--- src/source/bus_pkg.sv ---
package bus_pkg;

	localparam int addr_width = 8;
	localparam int data_width = 16;

	typedef logic [addr_width-1:0] addr_t;
	typedef logic [data_width-1:0] data_t;

	typedef enum logic {
		op_read  = 1'b0,
		op_write = 1'b1
	} op_e;

	// one client access, valid for a single cycle
	typedef struct packed {
		logic  valid;
		op_e   op;
		addr_t addr;
		data_t data;
	} cpu_req_t;

	typedef struct packed {
		logic  valid;
		data_t data;
	} cpu_rsp_t;

	// fetch and evict are levels held until memory answers
	typedef struct packed {
		logic  fetch;
		logic  evict;
		addr_t addr;
		data_t data; // write-back data, only meaningful with evict
	} mem_req_t;

	typedef struct packed {
		logic  fetch_valid; // one-cycle strobe carrying the fill word
		logic  evict_ack;
		data_t data;
	} mem_rsp_t;

endpackage
--- src/source/cache_pkg.sv ---
package cache_pkg;

	// miss handling states of the controller
	typedef enum logic [1:0] {
		ctrl_idle   = 2'd0,
		ctrl_search = 2'd1, // scanning ages for the oldest line
		ctrl_evict  = 2'd2, // waiting for the write-back to be taken
		ctrl_fetch  = 2'd3  // waiting for the fill word
	} ctrl_state_e;

	// the target line index travels beside this command, its width follows line_count
	typedef struct packed {
		logic           load;
		bus_pkg::addr_t addr;
		bus_pkg::data_t data;
	} line_load_t;

endpackage

--- src/source/unordered_cache.sv ---
`timescale 1ns/1ns

module unordered_cache #(
	parameter int line_count = 4,
	parameter int age_width  = 4
) (
	input  logic              clk,
	input  logic              reset,
	input  bus_pkg::cpu_req_t cpu_req,
	output bus_pkg::cpu_rsp_t cpu_rsp,
	output logic              ready,
	output bus_pkg::mem_req_t mem_req,
	input  bus_pkg::mem_rsp_t mem_rsp
);

	localparam int index_width = $clog2(line_count);

	typedef logic [index_width-1:0] index_t;

	bus_pkg::addr_t        lookup_addr;
	logic                  hit;
	index_t                hit_index;
	bus_pkg::data_t        hit_data;
	logic                  miss;
	logic                  access;
	index_t                access_index;
	logic                  write_enable;
	bus_pkg::data_t        write_data;
	logic                  has_free;
	index_t                free_index;
	logic [line_count-1:0] valid_lines;
	index_t                scan_index;
	bus_pkg::addr_t        scan_addr;
	bus_pkg::data_t        scan_data;
	logic [age_width-1:0]  scan_age;
	logic                  scan_saturated;
	cache_pkg::line_load_t load_cmd;
	index_t                load_index;

	access_port #(.line_count(line_count)) u_access_port (
		.clk, .reset, .cpu_req, .hit, .hit_index, .hit_data,
		.cpu_rsp, .ready, .lookup_addr, .miss, .access, .access_index,
		.write_enable, .write_data
	);

	line_store #(.line_count(line_count)) u_line_store (
		.clk, .reset, .lookup_addr, .access, .access_index, .write_enable, .write_data,
		.load_cmd, .load_index, .scan_index,
		.hit, .hit_index, .hit_data, .has_free, .free_index, .valid_lines,
		.scan_addr, .scan_data
	);

	age_tracker #(.line_count(line_count), .age_width(age_width)) u_age_tracker (
		.clk, .reset, .access, .access_index, .valid_lines, .scan_index,
		.scan_age, .scan_saturated
	);

	miss_controller #(.line_count(line_count), .age_width(age_width)) u_miss_controller (
		.clk, .reset, .miss, .lookup_addr, .has_free, .free_index,
		.scan_age, .scan_saturated, .scan_addr, .scan_data, .mem_rsp,
		.mem_req, .scan_index, .load_cmd, .load_index
	);

endmodule

--- src/source/miss_controller.sv ---
`timescale 1ns/1ns

module miss_controller #(
	parameter int line_count = 4,
	parameter int age_width  = 4
) (
	input  logic                          clk,
	input  logic                          reset,
	input  logic                          miss,
	input  bus_pkg::addr_t                lookup_addr,
	input  logic                          has_free,
	input  logic [$clog2(line_count)-1:0] free_index,
	input  logic [age_width-1:0]          scan_age,
	input  logic                          scan_saturated,
	input  bus_pkg::addr_t                scan_addr,
	input  bus_pkg::data_t                scan_data,
	input  bus_pkg::mem_rsp_t             mem_rsp,
	output bus_pkg::mem_req_t             mem_req,
	output logic [$clog2(line_count)-1:0] scan_index,
	output cache_pkg::line_load_t         load_cmd,
	output logic [$clog2(line_count)-1:0] load_index
);

	localparam int index_width = $clog2(line_count);

	typedef logic [index_width-1:0] index_t;
	typedef logic [age_width-1:0]   age_t;

	cache_pkg::ctrl_state_e state;
	index_t                 scan_q;
	logic                   from_free; // the fill goes to a free line, not to the victim
	index_t                 best_index;
	age_t                   best_age;
	bus_pkg::addr_t         best_addr;
	bus_pkg::data_t         best_data;
	logic                   last_line;
	logic                   take_best;

	assign last_line = (scan_q == index_t'(line_count - 1));

	// line 0 always seeds the victim, later lines need a strictly greater age
	assign take_best = (state == cache_pkg::ctrl_search) && (scan_q == '0 || scan_age > best_age);

	always_ff @(posedge clk) begin
		if (reset) begin
			state <= cache_pkg::ctrl_idle;
			scan_q <= '0;
			from_free <= 1'b0;
		end else begin
			case (state)
				cache_pkg::ctrl_idle: begin
					if (miss) begin
						from_free <= has_free;
						scan_q <= '0;
						state <= has_free ? cache_pkg::ctrl_fetch : cache_pkg::ctrl_search;
					end
				end
				cache_pkg::ctrl_search: begin
					// nothing can be older than a saturated line, stop early
					if (scan_saturated || last_line) begin
						state <= cache_pkg::ctrl_evict;
					end else begin
						scan_q <= scan_q + 1'b1;
					end
				end
				cache_pkg::ctrl_evict: begin
					if (mem_rsp.evict_ack) begin
						state <= cache_pkg::ctrl_fetch;
					end
				end
				cache_pkg::ctrl_fetch: begin
					if (mem_rsp.fetch_valid) begin
						state <= cache_pkg::ctrl_idle; // the pending request hits next cycle
					end
				end
				default: state <= cache_pkg::ctrl_idle;
			endcase
		end
	end

	always_ff @(posedge clk) begin
		if (take_best) begin
			best_index <= scan_q;
			best_age <= scan_age;
			best_addr <= scan_addr;
			best_data <= scan_data;
		end
	end

	assign scan_index = scan_q;

	always_comb begin
		mem_req.fetch = (state == cache_pkg::ctrl_fetch);
		mem_req.evict = (state == cache_pkg::ctrl_evict);
		mem_req.addr = mem_req.evict ? best_addr : lookup_addr;
		mem_req.data = best_data;
	end

	always_comb begin
		load_cmd.load = (state == cache_pkg::ctrl_fetch) && mem_rsp.fetch_valid;
		load_cmd.addr = lookup_addr;
		load_cmd.data = mem_rsp.data;
	end

	assign load_index = from_free ? free_index : best_index;

	assert property (@(posedge clk) disable iff (reset) !(mem_req.fetch && mem_req.evict))
		else $error("fetch and evict requested together");

	// a free-line fill must still find the line free, a victim fill only happens on a full cache
	assert property (@(posedge clk) disable iff (reset)
		load_cmd.load |-> (from_free ? has_free : !has_free))
		else $error("line load does not target a free line or the evicted victim");

endmodule

--- src/source/access_port.sv ---
`timescale 1ns/1ns

module access_port #(
	parameter int line_count = 4
) (
	input  logic                          clk,
	input  logic                          reset,
	input  bus_pkg::cpu_req_t             cpu_req,
	input  logic                          hit,
	input  logic [$clog2(line_count)-1:0] hit_index,
	input  bus_pkg::data_t                hit_data,
	output bus_pkg::cpu_rsp_t             cpu_rsp,
	output logic                          ready,
	output bus_pkg::addr_t                lookup_addr,
	output logic                          miss,
	output logic                          access,
	output logic [$clog2(line_count)-1:0] access_index,
	output logic                          write_enable,
	output bus_pkg::data_t                write_data
);

	bus_pkg::cpu_req_t req_q; // valid doubles as the pending flag
	logic              is_write;

	// only the valid bit is control state, the rest is payload
	always_ff @(posedge clk) begin
		if (reset) begin
			req_q.valid <= 1'b0;
		end else if (cpu_req.valid && ready) begin
			req_q <= cpu_req;
		end else if (access) begin
			req_q.valid <= 1'b0; // retired by its hit
		end
	end

	assign is_write = (req_q.op == bus_pkg::op_write);

	assign ready = !req_q.valid;
	assign lookup_addr = req_q.addr;
	assign access = req_q.valid && hit;
	assign miss = req_q.valid && !hit; // held until the fill makes it hit
	assign access_index = hit_index;
	assign write_enable = is_write;
	assign write_data = req_q.data;

	// a write answers with the word it stored
	always_comb begin
		cpu_rsp.valid = access;
		cpu_rsp.data = is_write ? req_q.data : hit_data;
	end

	// the client may only strobe while the cache is free, nothing is buffered beyond one request
	assert property (@(posedge clk) disable iff (reset) cpu_req.valid |-> ready)
		else $error("client request arrived while the cache was busy");

endmodule

--- src/source/age_tracker.sv ---
`timescale 1ns/1ns

module age_tracker #(
	parameter int line_count = 4,
	parameter int age_width  = 4
) (
	input  logic                          clk,
	input  logic                          reset,
	input  logic                          access,
	input  logic [$clog2(line_count)-1:0] access_index,
	input  logic [line_count-1:0]         valid_lines,
	input  logic [$clog2(line_count)-1:0] scan_index,
	output logic [age_width-1:0]          scan_age,
	output logic                          scan_saturated
);

	localparam int index_width = $clog2(line_count);

	typedef logic [index_width-1:0] index_t;
	typedef logic [age_width-1:0]   age_t;

	age_t age_q [line_count];

	always_ff @(posedge clk) begin
		if (reset) begin
			for (int i = 0; i < line_count; i++) begin
				age_q[i] <= '0;
			end
		end else if (access) begin
			for (int i = 0; i < line_count; i++) begin
				if (index_t'(i) == access_index) begin
					age_q[i] <= '0; // the line just used is the youngest
				end else if (valid_lines[i] && !(&age_q[i])) begin
					age_q[i] <= age_q[i] + 1'b1; // saturates at all ones
				end
			end
		end
	end

	assign scan_age = age_q[scan_index];

	// a saturated line cannot be beaten, so the scan may stop there
	assign scan_saturated = &scan_age;

endmodule

--- src/source/line_store.sv ---
`timescale 1ns/1ns

module line_store #(
	parameter int line_count = 4
) (
	input  logic                          clk,
	input  logic                          reset,
	input  bus_pkg::addr_t                lookup_addr,
	input  logic                          access,
	input  logic [$clog2(line_count)-1:0] access_index,
	input  logic                          write_enable,
	input  bus_pkg::data_t                write_data,
	input  cache_pkg::line_load_t         load_cmd,
	input  logic [$clog2(line_count)-1:0] load_index,
	input  logic [$clog2(line_count)-1:0] scan_index,
	output logic                          hit,
	output logic [$clog2(line_count)-1:0] hit_index,
	output bus_pkg::data_t                hit_data,
	output logic                          has_free,
	output logic [$clog2(line_count)-1:0] free_index,
	output logic [line_count-1:0]         valid_lines,
	output bus_pkg::addr_t                scan_addr,
	output bus_pkg::data_t                scan_data
);

	localparam int index_width = $clog2(line_count);

	typedef logic [index_width-1:0] index_t;

	logic [line_count-1:0] valid_q;
	bus_pkg::addr_t        addr_q [line_count];
	bus_pkg::data_t        data_q [line_count];
	logic [line_count-1:0] match;

	// every line compares against the pending address at once
	always_comb begin
		for (int i = 0; i < line_count; i++) begin
			match[i] = valid_q[i] && (addr_q[i] == lookup_addr);
		end
	end

	// walk downwards so that the lowest matching or empty line is the one left standing
	always_comb begin
		hit_index = '0;
		free_index = '0;
		for (int i = line_count - 1; i >= 0; i--) begin
			if (match[i]) begin
				hit_index = index_t'(i);
			end
			if (!valid_q[i]) begin
				free_index = index_t'(i);
			end
		end
	end

	assign hit = |match;
	assign hit_data = data_q[hit_index];
	assign has_free = ~&valid_q;
	assign valid_lines = valid_q;
	assign scan_addr = addr_q[scan_index]; // victim candidate for the controller
	assign scan_data = data_q[scan_index];

	always_ff @(posedge clk) begin
		if (reset) begin
			valid_q <= '0;
		end else if (load_cmd.load) begin
			valid_q[load_index] <= 1'b1;
		end
	end

	// a fill and a client write never meet, the client is stalled during a miss
	always_ff @(posedge clk) begin
		if (load_cmd.load) begin
			addr_q[load_index] <= load_cmd.addr;
			data_q[load_index] <= load_cmd.data;
		end else if (access && write_enable) begin
			data_q[access_index] <= write_data;
		end
	end

	// a fill only ever brings in an address that missed, so duplicates cannot form
	assert property (@(posedge clk) disable iff (reset) $onehot0(match))
		else $error("more than one cache line holds address %h", lookup_addr);

endmodule

--- config.mk ---
export PLATFORM = sky130hd
export DESIGN_NAME = unordered_cache
export DESIGN_NICKNAME = d
export VERILOG_FILES = /design/src/source/bus_pkg.sv /design/src/source/cache_pkg.sv /design/src/source/unordered_cache.sv /design/src/source/miss_controller.sv /design/src/source/access_port.sv /design/src/source/age_tracker.sv /design/src/source/line_store.sv
export SDC_FILE = /design/constraint.sdc
export NUM_CORES = 1
export LEC_CHECK = 0
export ABC_AREA = 0
export CORE_MARGIN = 2
export CORE_UTILIZATION = 35
export CTS_BUF_LIST = sky130_fd_sc_hd__clkbuf_8 sky130_fd_sc_hd__clkbuf_16
export CTS_CLUSTER_DIAMETER = 100
export CTS_CLUSTER_SIZE = 10
export DETAILED_ROUTE_END_ITERATION = 12
export DONT_BUFFER_PORTS = 1
export GPL_TIMING_DRIVEN = 0
export PLACE_DENSITY = 0.51
export SYNTH_ARGS = -nofsm -noshare
export SYNTH_HDL_FRONTEND = slang
export SYNTH_SLANG_ARGS = --single-unit
--- constraint.sdc ---
create_clock -name clk -period 3.3 [get_ports clk]
set_input_delay 0.33 -clock clk [delete_from_list [all_inputs] [get_ports clk]]
set_output_delay 0.33 -clock clk [all_outputs]
set_load 0.01 [all_outputs]
==> impl_results.md, run 1 <==
* Die area at 25200 µm²
* Initial antenna violation count at 1
* Critical Path RT at 2.97 ns
* Vias in the first global route at 5490
* Cell Rows at 56
* Period utilization at 0.980
* Yosys cell types at 54
* Io pins at 90
* CP Capture Type: output pin
* Pre-antenna DRT Iters at 5
* Via count at 5173
* Most common cell in the netlist: edfxtp_1
* Area leader, netlist: edfxtp_1
* Largest net degree at the start of global routing at 27
* Post-route ant nets at 0
* Total clock sinks at 179
* Fmax at 309 MHz
* FFs w/ async S/R, synth at 0
* Mapped Nets at 623
* CTS tree: built
* Share of layout cells above drive strength 1 at 0.271
* GRT Residual Overflow at 0
* Routed WL per cell at 22.9 µm
* Cts bufs inserted at 17
* Total Neg Setup Slack at 0 ns
* Arrival time worst endpoint at 2.90 ns
* Fin area at 10000 µm²
* Status: finished clean
* Placed Area at 8900 µm²
* VDD IR max at 0.000363 V
* Post-DP HPWL at 14.9 mm
* CP Launch Type: flop
* First DRT Iteration DRCs at 377
* Deepest clock path buffer count at 2
* Crit-path max FO at 10
* Die height at 159 µm
* Core area at 23500 µm²
* Synth top area share at 0.599
* Effective utilization at floorplan at 0.357
* Final Setup Violations at 0
* MaxCap Viol Count at 0
* Most frequent cells after synthesis: 167 x edfxtp_1, 35 x nand2_1, 35 x xnor2_1, 28 x mux4_2, 25 x nor2_1
* Post-Syn Instances at 563
* Area delta synth->final at 19.6%
* H-tree Lvls at 4
* Cells after DPL at 888
* Largest cells by area after synthesis: edfxtp_1 60%, mux4_2 7.5%, xnor2_1 3.7%
* Kind of critical path: flop to output pin
* Register area share after synthesis at 0.627
* Via/cell ratio at 5.42
* Detailed Route WL at 21.9 mm
* Gpl congestion at 0.797
* Minimum clock period at 3.23 ns
* LEAKAGE at 0.00330 µW
* Final core area utilization at 0.427
* Synthesized area per cell at 14.9 µm²
* Dominant synthesized flop cell: edfxtp_1
* Worst slew pin tran at 0.912 ns
* Rel. slew slack at 0.392
* Fin. max-slew vios at 0
* Clock skew at 0.0121 ns
* Number of synthesized flops with an enable pin at 167
* First-pass GRT wire length at 33.0 mm
* Root Buffer: clkbuf_16
* IO Port Bufs at 0
* P per Cell Area at 566 nW/µm²
* Endpoints failing hold at 0
* Tot GR Track Use at 0.174
* Clk_lat worst skew at 0.43 ns
* Syn Std Cell Area at 8380 µm²
* Final std cells w/o fill at 954
* Final net count at 681
* Die X at 159 µm
* Seq cells post-synth at 179
* Yosys warnings at 0
* Worst-path clk slew at 0.07 ns
* DR DRC count at 0
* HP Class: input pin to flop
[metal layers]
layer,GRT usage,share of wire,up-vias
met5,0,0,-
met4,0.0692,0.025,0
met3,0.0368,0.061,35
met2,0.285,0.48,191
met1,0.227,0.43,2616
li1,-,-,2331
[state kept, by name (all words and copies together), names as in the netlist, named ones only]
register,count
u_access_port.req_q,1
u_miss_controller.best_data,16
u_miss_controller.state,2
u_line_store.data_q,64
u_access_port.lookup_addr,8
u_miss_controller.from_free,1
u_miss_controller.best_index,2
u_age_tracker.age_q,16
u_line_store.valid_lines,4
u_miss_controller.best_addr,8
u_access_port.write_data,16
u_access_port.write_enable,1
u_miss_controller.scan_index,2
u_line_store.addr_q,32
u_miss_controller.best_age,4
[critical path, cell delays in order (launching register included)]
cell and delay, ns:
edfxtp_1 0.44, buf_4 0.21, xnor2_2 0.15, nand4_1 0.23, or3_1 0.39, buf_6 0.16
nor3_4 0.27, buf_6 0.19, a22oi_1 0.11, o221ai_2 0.33
[what timing repair did]
item / in CTS / in global routing
endpoints found under the hold margin: 25 / 0
pin swaps: 1 / 6
gates resized for setup: 19 / 22
setup endpoints to repair: 16 / 26
hold buffers: 25 / 0
setup buffers: 2 / 6
gates cloned: 0 / 1
[cell families after synthesis]
kind of cell / after synthesis / share of synthesized area
simple gates: 144 / 0.0950
flops: 179 / 0.627
xor+xnor: 40 / 0.0427
mux: 55 / 0.111
buf+inv: 52 / 0.0370
compound gates: 79 / 0.0659
fa+ha+maj: 14 / 0.0209
[where the power goes]
part,switching [µW],internal [µW]
Clock,929,1140
Combinational,475,340
Sequential,103,2680
[metrics by stage]
stage          setup WS (ns)  hold WS (ns)  power, µW
6_report              0.0661         0.164       5670
5_1_grt              -0.0110         0.160       5890
4_1_cts              0.00160         0.146       5700
3_5_place_dp          -0.121         0.429       3620
3_3_place_gp           -1.15         0.429       3570
2_1_floorplan          0.397         0.429       3360
[final timing paths]
check                                   from                              end  slack (ns)  cells after the start
max             u_access_port.lookup_addr[4]                      cpu_rsp[15]        0.07                      9
min reg2reg     u_access_port.lookup_addr[2]        u_line_store.addr_q[3][2]        0.50                      0
max reg2reg  u_miss_controller.scan_index[0]  u_miss_controller.best_data[10]        0.28                      6
min                               mem_rsp[3]        u_line_store.data_q[3][3]        0.16                      1
[cell usage in the layout, fill, tap and decap left out, drive strengths merged, types with 2 or more instances in the layout]
cell,Yosys,routed
dfxtp,12,12
buf,18,33
a22oi,16,16
and4,16,16
a41oi,3,3
nor2b,5,5
or3,7,7
ha,14,14
o21ai,6,6
mux2i,2,2
nor3,15,15
a21oi,20,20
o21bai,3,3
nand2,36,36
mux2,25,25
inv,16,22
a31oi,3,3
bufinv,0,2
nor4,2,2
a21o,3,3
clkinv,1,4
nand2b,3,3
edfxtp,167,167
clkbuf,14,30
clkinvlp,0,4
o221ai,16,16
dlygate4sd3,3,28
nand3,19,19
nor2,25,25
and3,4,4
xor2,4,4
mux4,28,28
a211o,2,2
xnor2,36,36
o21a,2,2
o22ai,2,2
nand4,9,9
[layout make-up]
cell class / instances / area, µm²
well taps: 319 / 399
multi-input cells: 332 / 3030
repair buffers: 40 / 417
flip-flops and latches: 179 / 5260
clock buffers: 17 / 425
fillers: 2080 / 13500
inverters: 17 / 63.8
plain buffers: 34 / 251
diodes: 1 / 2.50
clock inverters: 15 / 171
(Power assumes the default switching activity.)
==> run 2, diff against run 1 <==
==> constraint.sdc (replaced) <==
create_clock -name clk -period 3.5 [get_ports clk]
set_input_delay 0.35 -clock clk [delete_from_list [all_inputs] [get_ports clk]]
set_output_delay 0.35 -clock clk [all_outputs]
set_load 0.01 [all_outputs]
==> impl_results.md, run 2 (same netlist as run 1, synthesis figures left out) <==
* Share of layout cells above drive strength 1 at 0.230 (was 0.271)
* Area delta synth->final at 17.0% (was 19.6%)
* VDD IR max at 0.000341 V (was 0.000363 V)
* Die X at 159 µm (unchanged)
* Rel. slew slack at 0.248 (was 0.392)
* Initial antenna violation count at 1 (unchanged)
* H-tree Lvls at 4 (unchanged)
* Final net count at 672 (was 681)
* Routed WL per cell at 22.6 µm (was 22.9 µm)
* CP Launch Type: flop (unchanged)
* RSZ-0062 raised after global routing: yes
* Core area at 23500 µm² (unchanged)
* Clock skew at 0.0126 ns (was 0.0121 ns)
* Arrival time worst endpoint at 3.03 ns (was 2.90 ns)
* Max reg flops at 64 (unchanged)
* Via count at 5113 (was 5173)
* Cts bufs inserted at 17 (unchanged)
* Final std cells w/o fill at 945 (was 954)
* GRT Residual Overflow at 0 (unchanged)
* Worst-path clk slew at 0.07 ns (about the same)
* Biggest registers after layout: u_line_store.data_q (64), u_line_store.addr_q (32) (unchanged)
* Crit-path max FO at 10 (unchanged)
* Post-route ant nets at 0 (unchanged)
* MaxCap Viol Count at 0 (unchanged)
* Commonest non-fill, non-tap cells in the layout: 167 x edfxtp_1, 35 x nand2_1, 33 x xnor2_1 (was 167 x edfxtp_1, 35 x nand2_1, 30 x xnor2_1)
* Hold Startpoint: cpu_req[16] (was mem_rsp[3])
* First-pass GRT wire length at 32.9 mm (was 33.0 mm)
* Post-DP HPWL at 14.9 mm (unchanged)
* Kind of critical path: flop to output pin (unchanged)
* Worst slew pin tran at 1.13 ns (was 0.912 ns)
* Reg with most FFs: u_line_store.data_q (unchanged)
* CP delay by family, top: simple AND/OR/NAND/NOR gates (unchanged)
* Via/cell ratio at 5.41 (was 5.42)
* Root Buffer: clkbuf_16 (unchanged)
* CTS tree: built (unchanged)
* HP Class: input pin to flop (unchanged)
* R2r startpoint: u_line_store.valid_lines[3] (was u_miss_controller.scan_index[0])
* Io pins at 90 (unchanged)
* Worst path cell trace: buf_2 -> xnor2_1 -> nand4_1 -> or3_1 -> buf_6 -> clkbuf_1 -> and4_2 -> a21oi_1 -> o221ai_1 (was buf_4 -> xnor2_2 -> nand4_1 -> or3_1 -> buf_6 -> nor3_4 -> buf_6 -> a22oi_1 -> o221ai_2)
* Vias in the first global route at 5418 (was 5490)
* Tot GR Track Use at 0.174 (about the same)
* P per Cell Area at 544 nW/µm² (was 566 nW/µm²)
* Minimum clock period at 3.38 ns
* Effective utilization at floorplan at 0.357 (unchanged)
* Critical Path RT at 3.15 ns (was 2.97 ns)
* Gpl congestion at 0.797 (unchanged)
* Largest net degree at the start of global routing at 27 (unchanged)
* Fin. max-slew vios at 0 (unchanged)
* Buf/Inv on CP at 3 (unchanged)
* Final Setup Violations at 0 (unchanged)
* Cells after DPL at 888 (unchanged)
* Die area at 25200 µm² (unchanged)
* CP Capture Type: output pin (unchanged)
* Cell Rows at 56 (unchanged)
* Final WS setup at 0.116 ns (was 0.0661 ns)
* Die height at 159 µm (unchanged)
* CP max-delay cell: edfxtp_1 (unchanged)
* Deepest clock path buffer count at 2 (unchanged)
* Endpoints failing hold at 0 (unchanged)
* Detailed Route WL at 21.4 mm (was 21.9 mm)
* Hold WS at 0.0223 ns (was 0.164 ns)
* Pre-antenna DRT Iters at 5 (unchanged)
* Final total power at 5330 µW (was 5670 µW)
* Total clock sinks at 179 (unchanged)
* Crit-path max cell delay at 0.45 ns (was 0.44 ns)
* First DRT Iteration DRCs at 375 (was 377)
* LEAKAGE at 0.00319 µW (was 0.00330 µW)
* Setup Slack @ Placement at 0.0589 ns (was -0.121 ns)
* Startpoint of the worst setup timing path: u_access_port.lookup_addr[4] (unchanged)
* Commonest non-fill, non-tap cell in the layout: edfxtp_1 (unchanged)
* DR DRC count at 0 (unchanged)
* IO Port Bufs at 0 (unchanged)
* Fmax at 296 MHz
* Clk_lat worst skew at 0.43 ns (about the same)
* Period utilization at 0.967
* Status: finished clean (unchanged)
run 2: cell count changes in the layout (fill, tap and decap cells not counted), moves of 3 or more:
cell / delta
buf_4: -7
o221ai_1: +11
o221ai_2: -11
xnor2_1: +3
xnor2_2: -3
run 2: final timing paths:
path / end / slack, ns / cells past startpoint
min: u_access_port.lookup_addr[0] / 0.02 / 0
min reg2reg: u_line_store.addr_q[3][2] / 0.52 / 0
max: cpu_rsp[7] / 0.12 / 9
max reg2reg: u_line_store.data_q[1][12] / 0.35 / 6
run 2: routing by layer:
metal	GRT usage	wire, µm
met2	0.283	10200
met4	0.0705	557
met5	0	0
met1	0.228	9310
met3	0.0340	1310
run 2: per-stage QoR:
stage | utilization | cell area, µm² | TNS, ns
5_1_grt | 0.417 | 9800 | -0.0516
6_report | 0.417 | 9800 | 0
3_3_place_gp | 0.374 | 8780 | -38.71
2_1_floorplan | - | 8380 | 0
4_1_cts | 0.415 | 9730 | 0
3_5_place_dp | 0.379 | 8900 | 0
run 2: timing repair:
action                                  CTS  global route
resized for setup                         5             7
setup buffers                             2             0
hold endpoints to repair                 21             2
endpoints found under the setup margin   14            11
pin swaps                                 1             0
hold buffers                             21             2
gates cloned                              0             0
run 2: area by class of cell:
class,count,area (µm²)
Tap cell,319,399
Clock buffer,17,425
Fill cell,2096,13700
Timing Repair Buffer,31,340
Clock inverter,15,171
Inverter,17,63.8
Antenna cell,1,2.50
Multi-Input combinational cell,332,2890
Buffer,34,248
Sequential cell,179,5260
run 2: power breakdown:
part | total, µW | switching (µW) | internal [µW]
Combinational | 755 | 442 | 313
Sequential | 2630 | 96.9 | 2530
Clock | 1940 | 871 | 1070
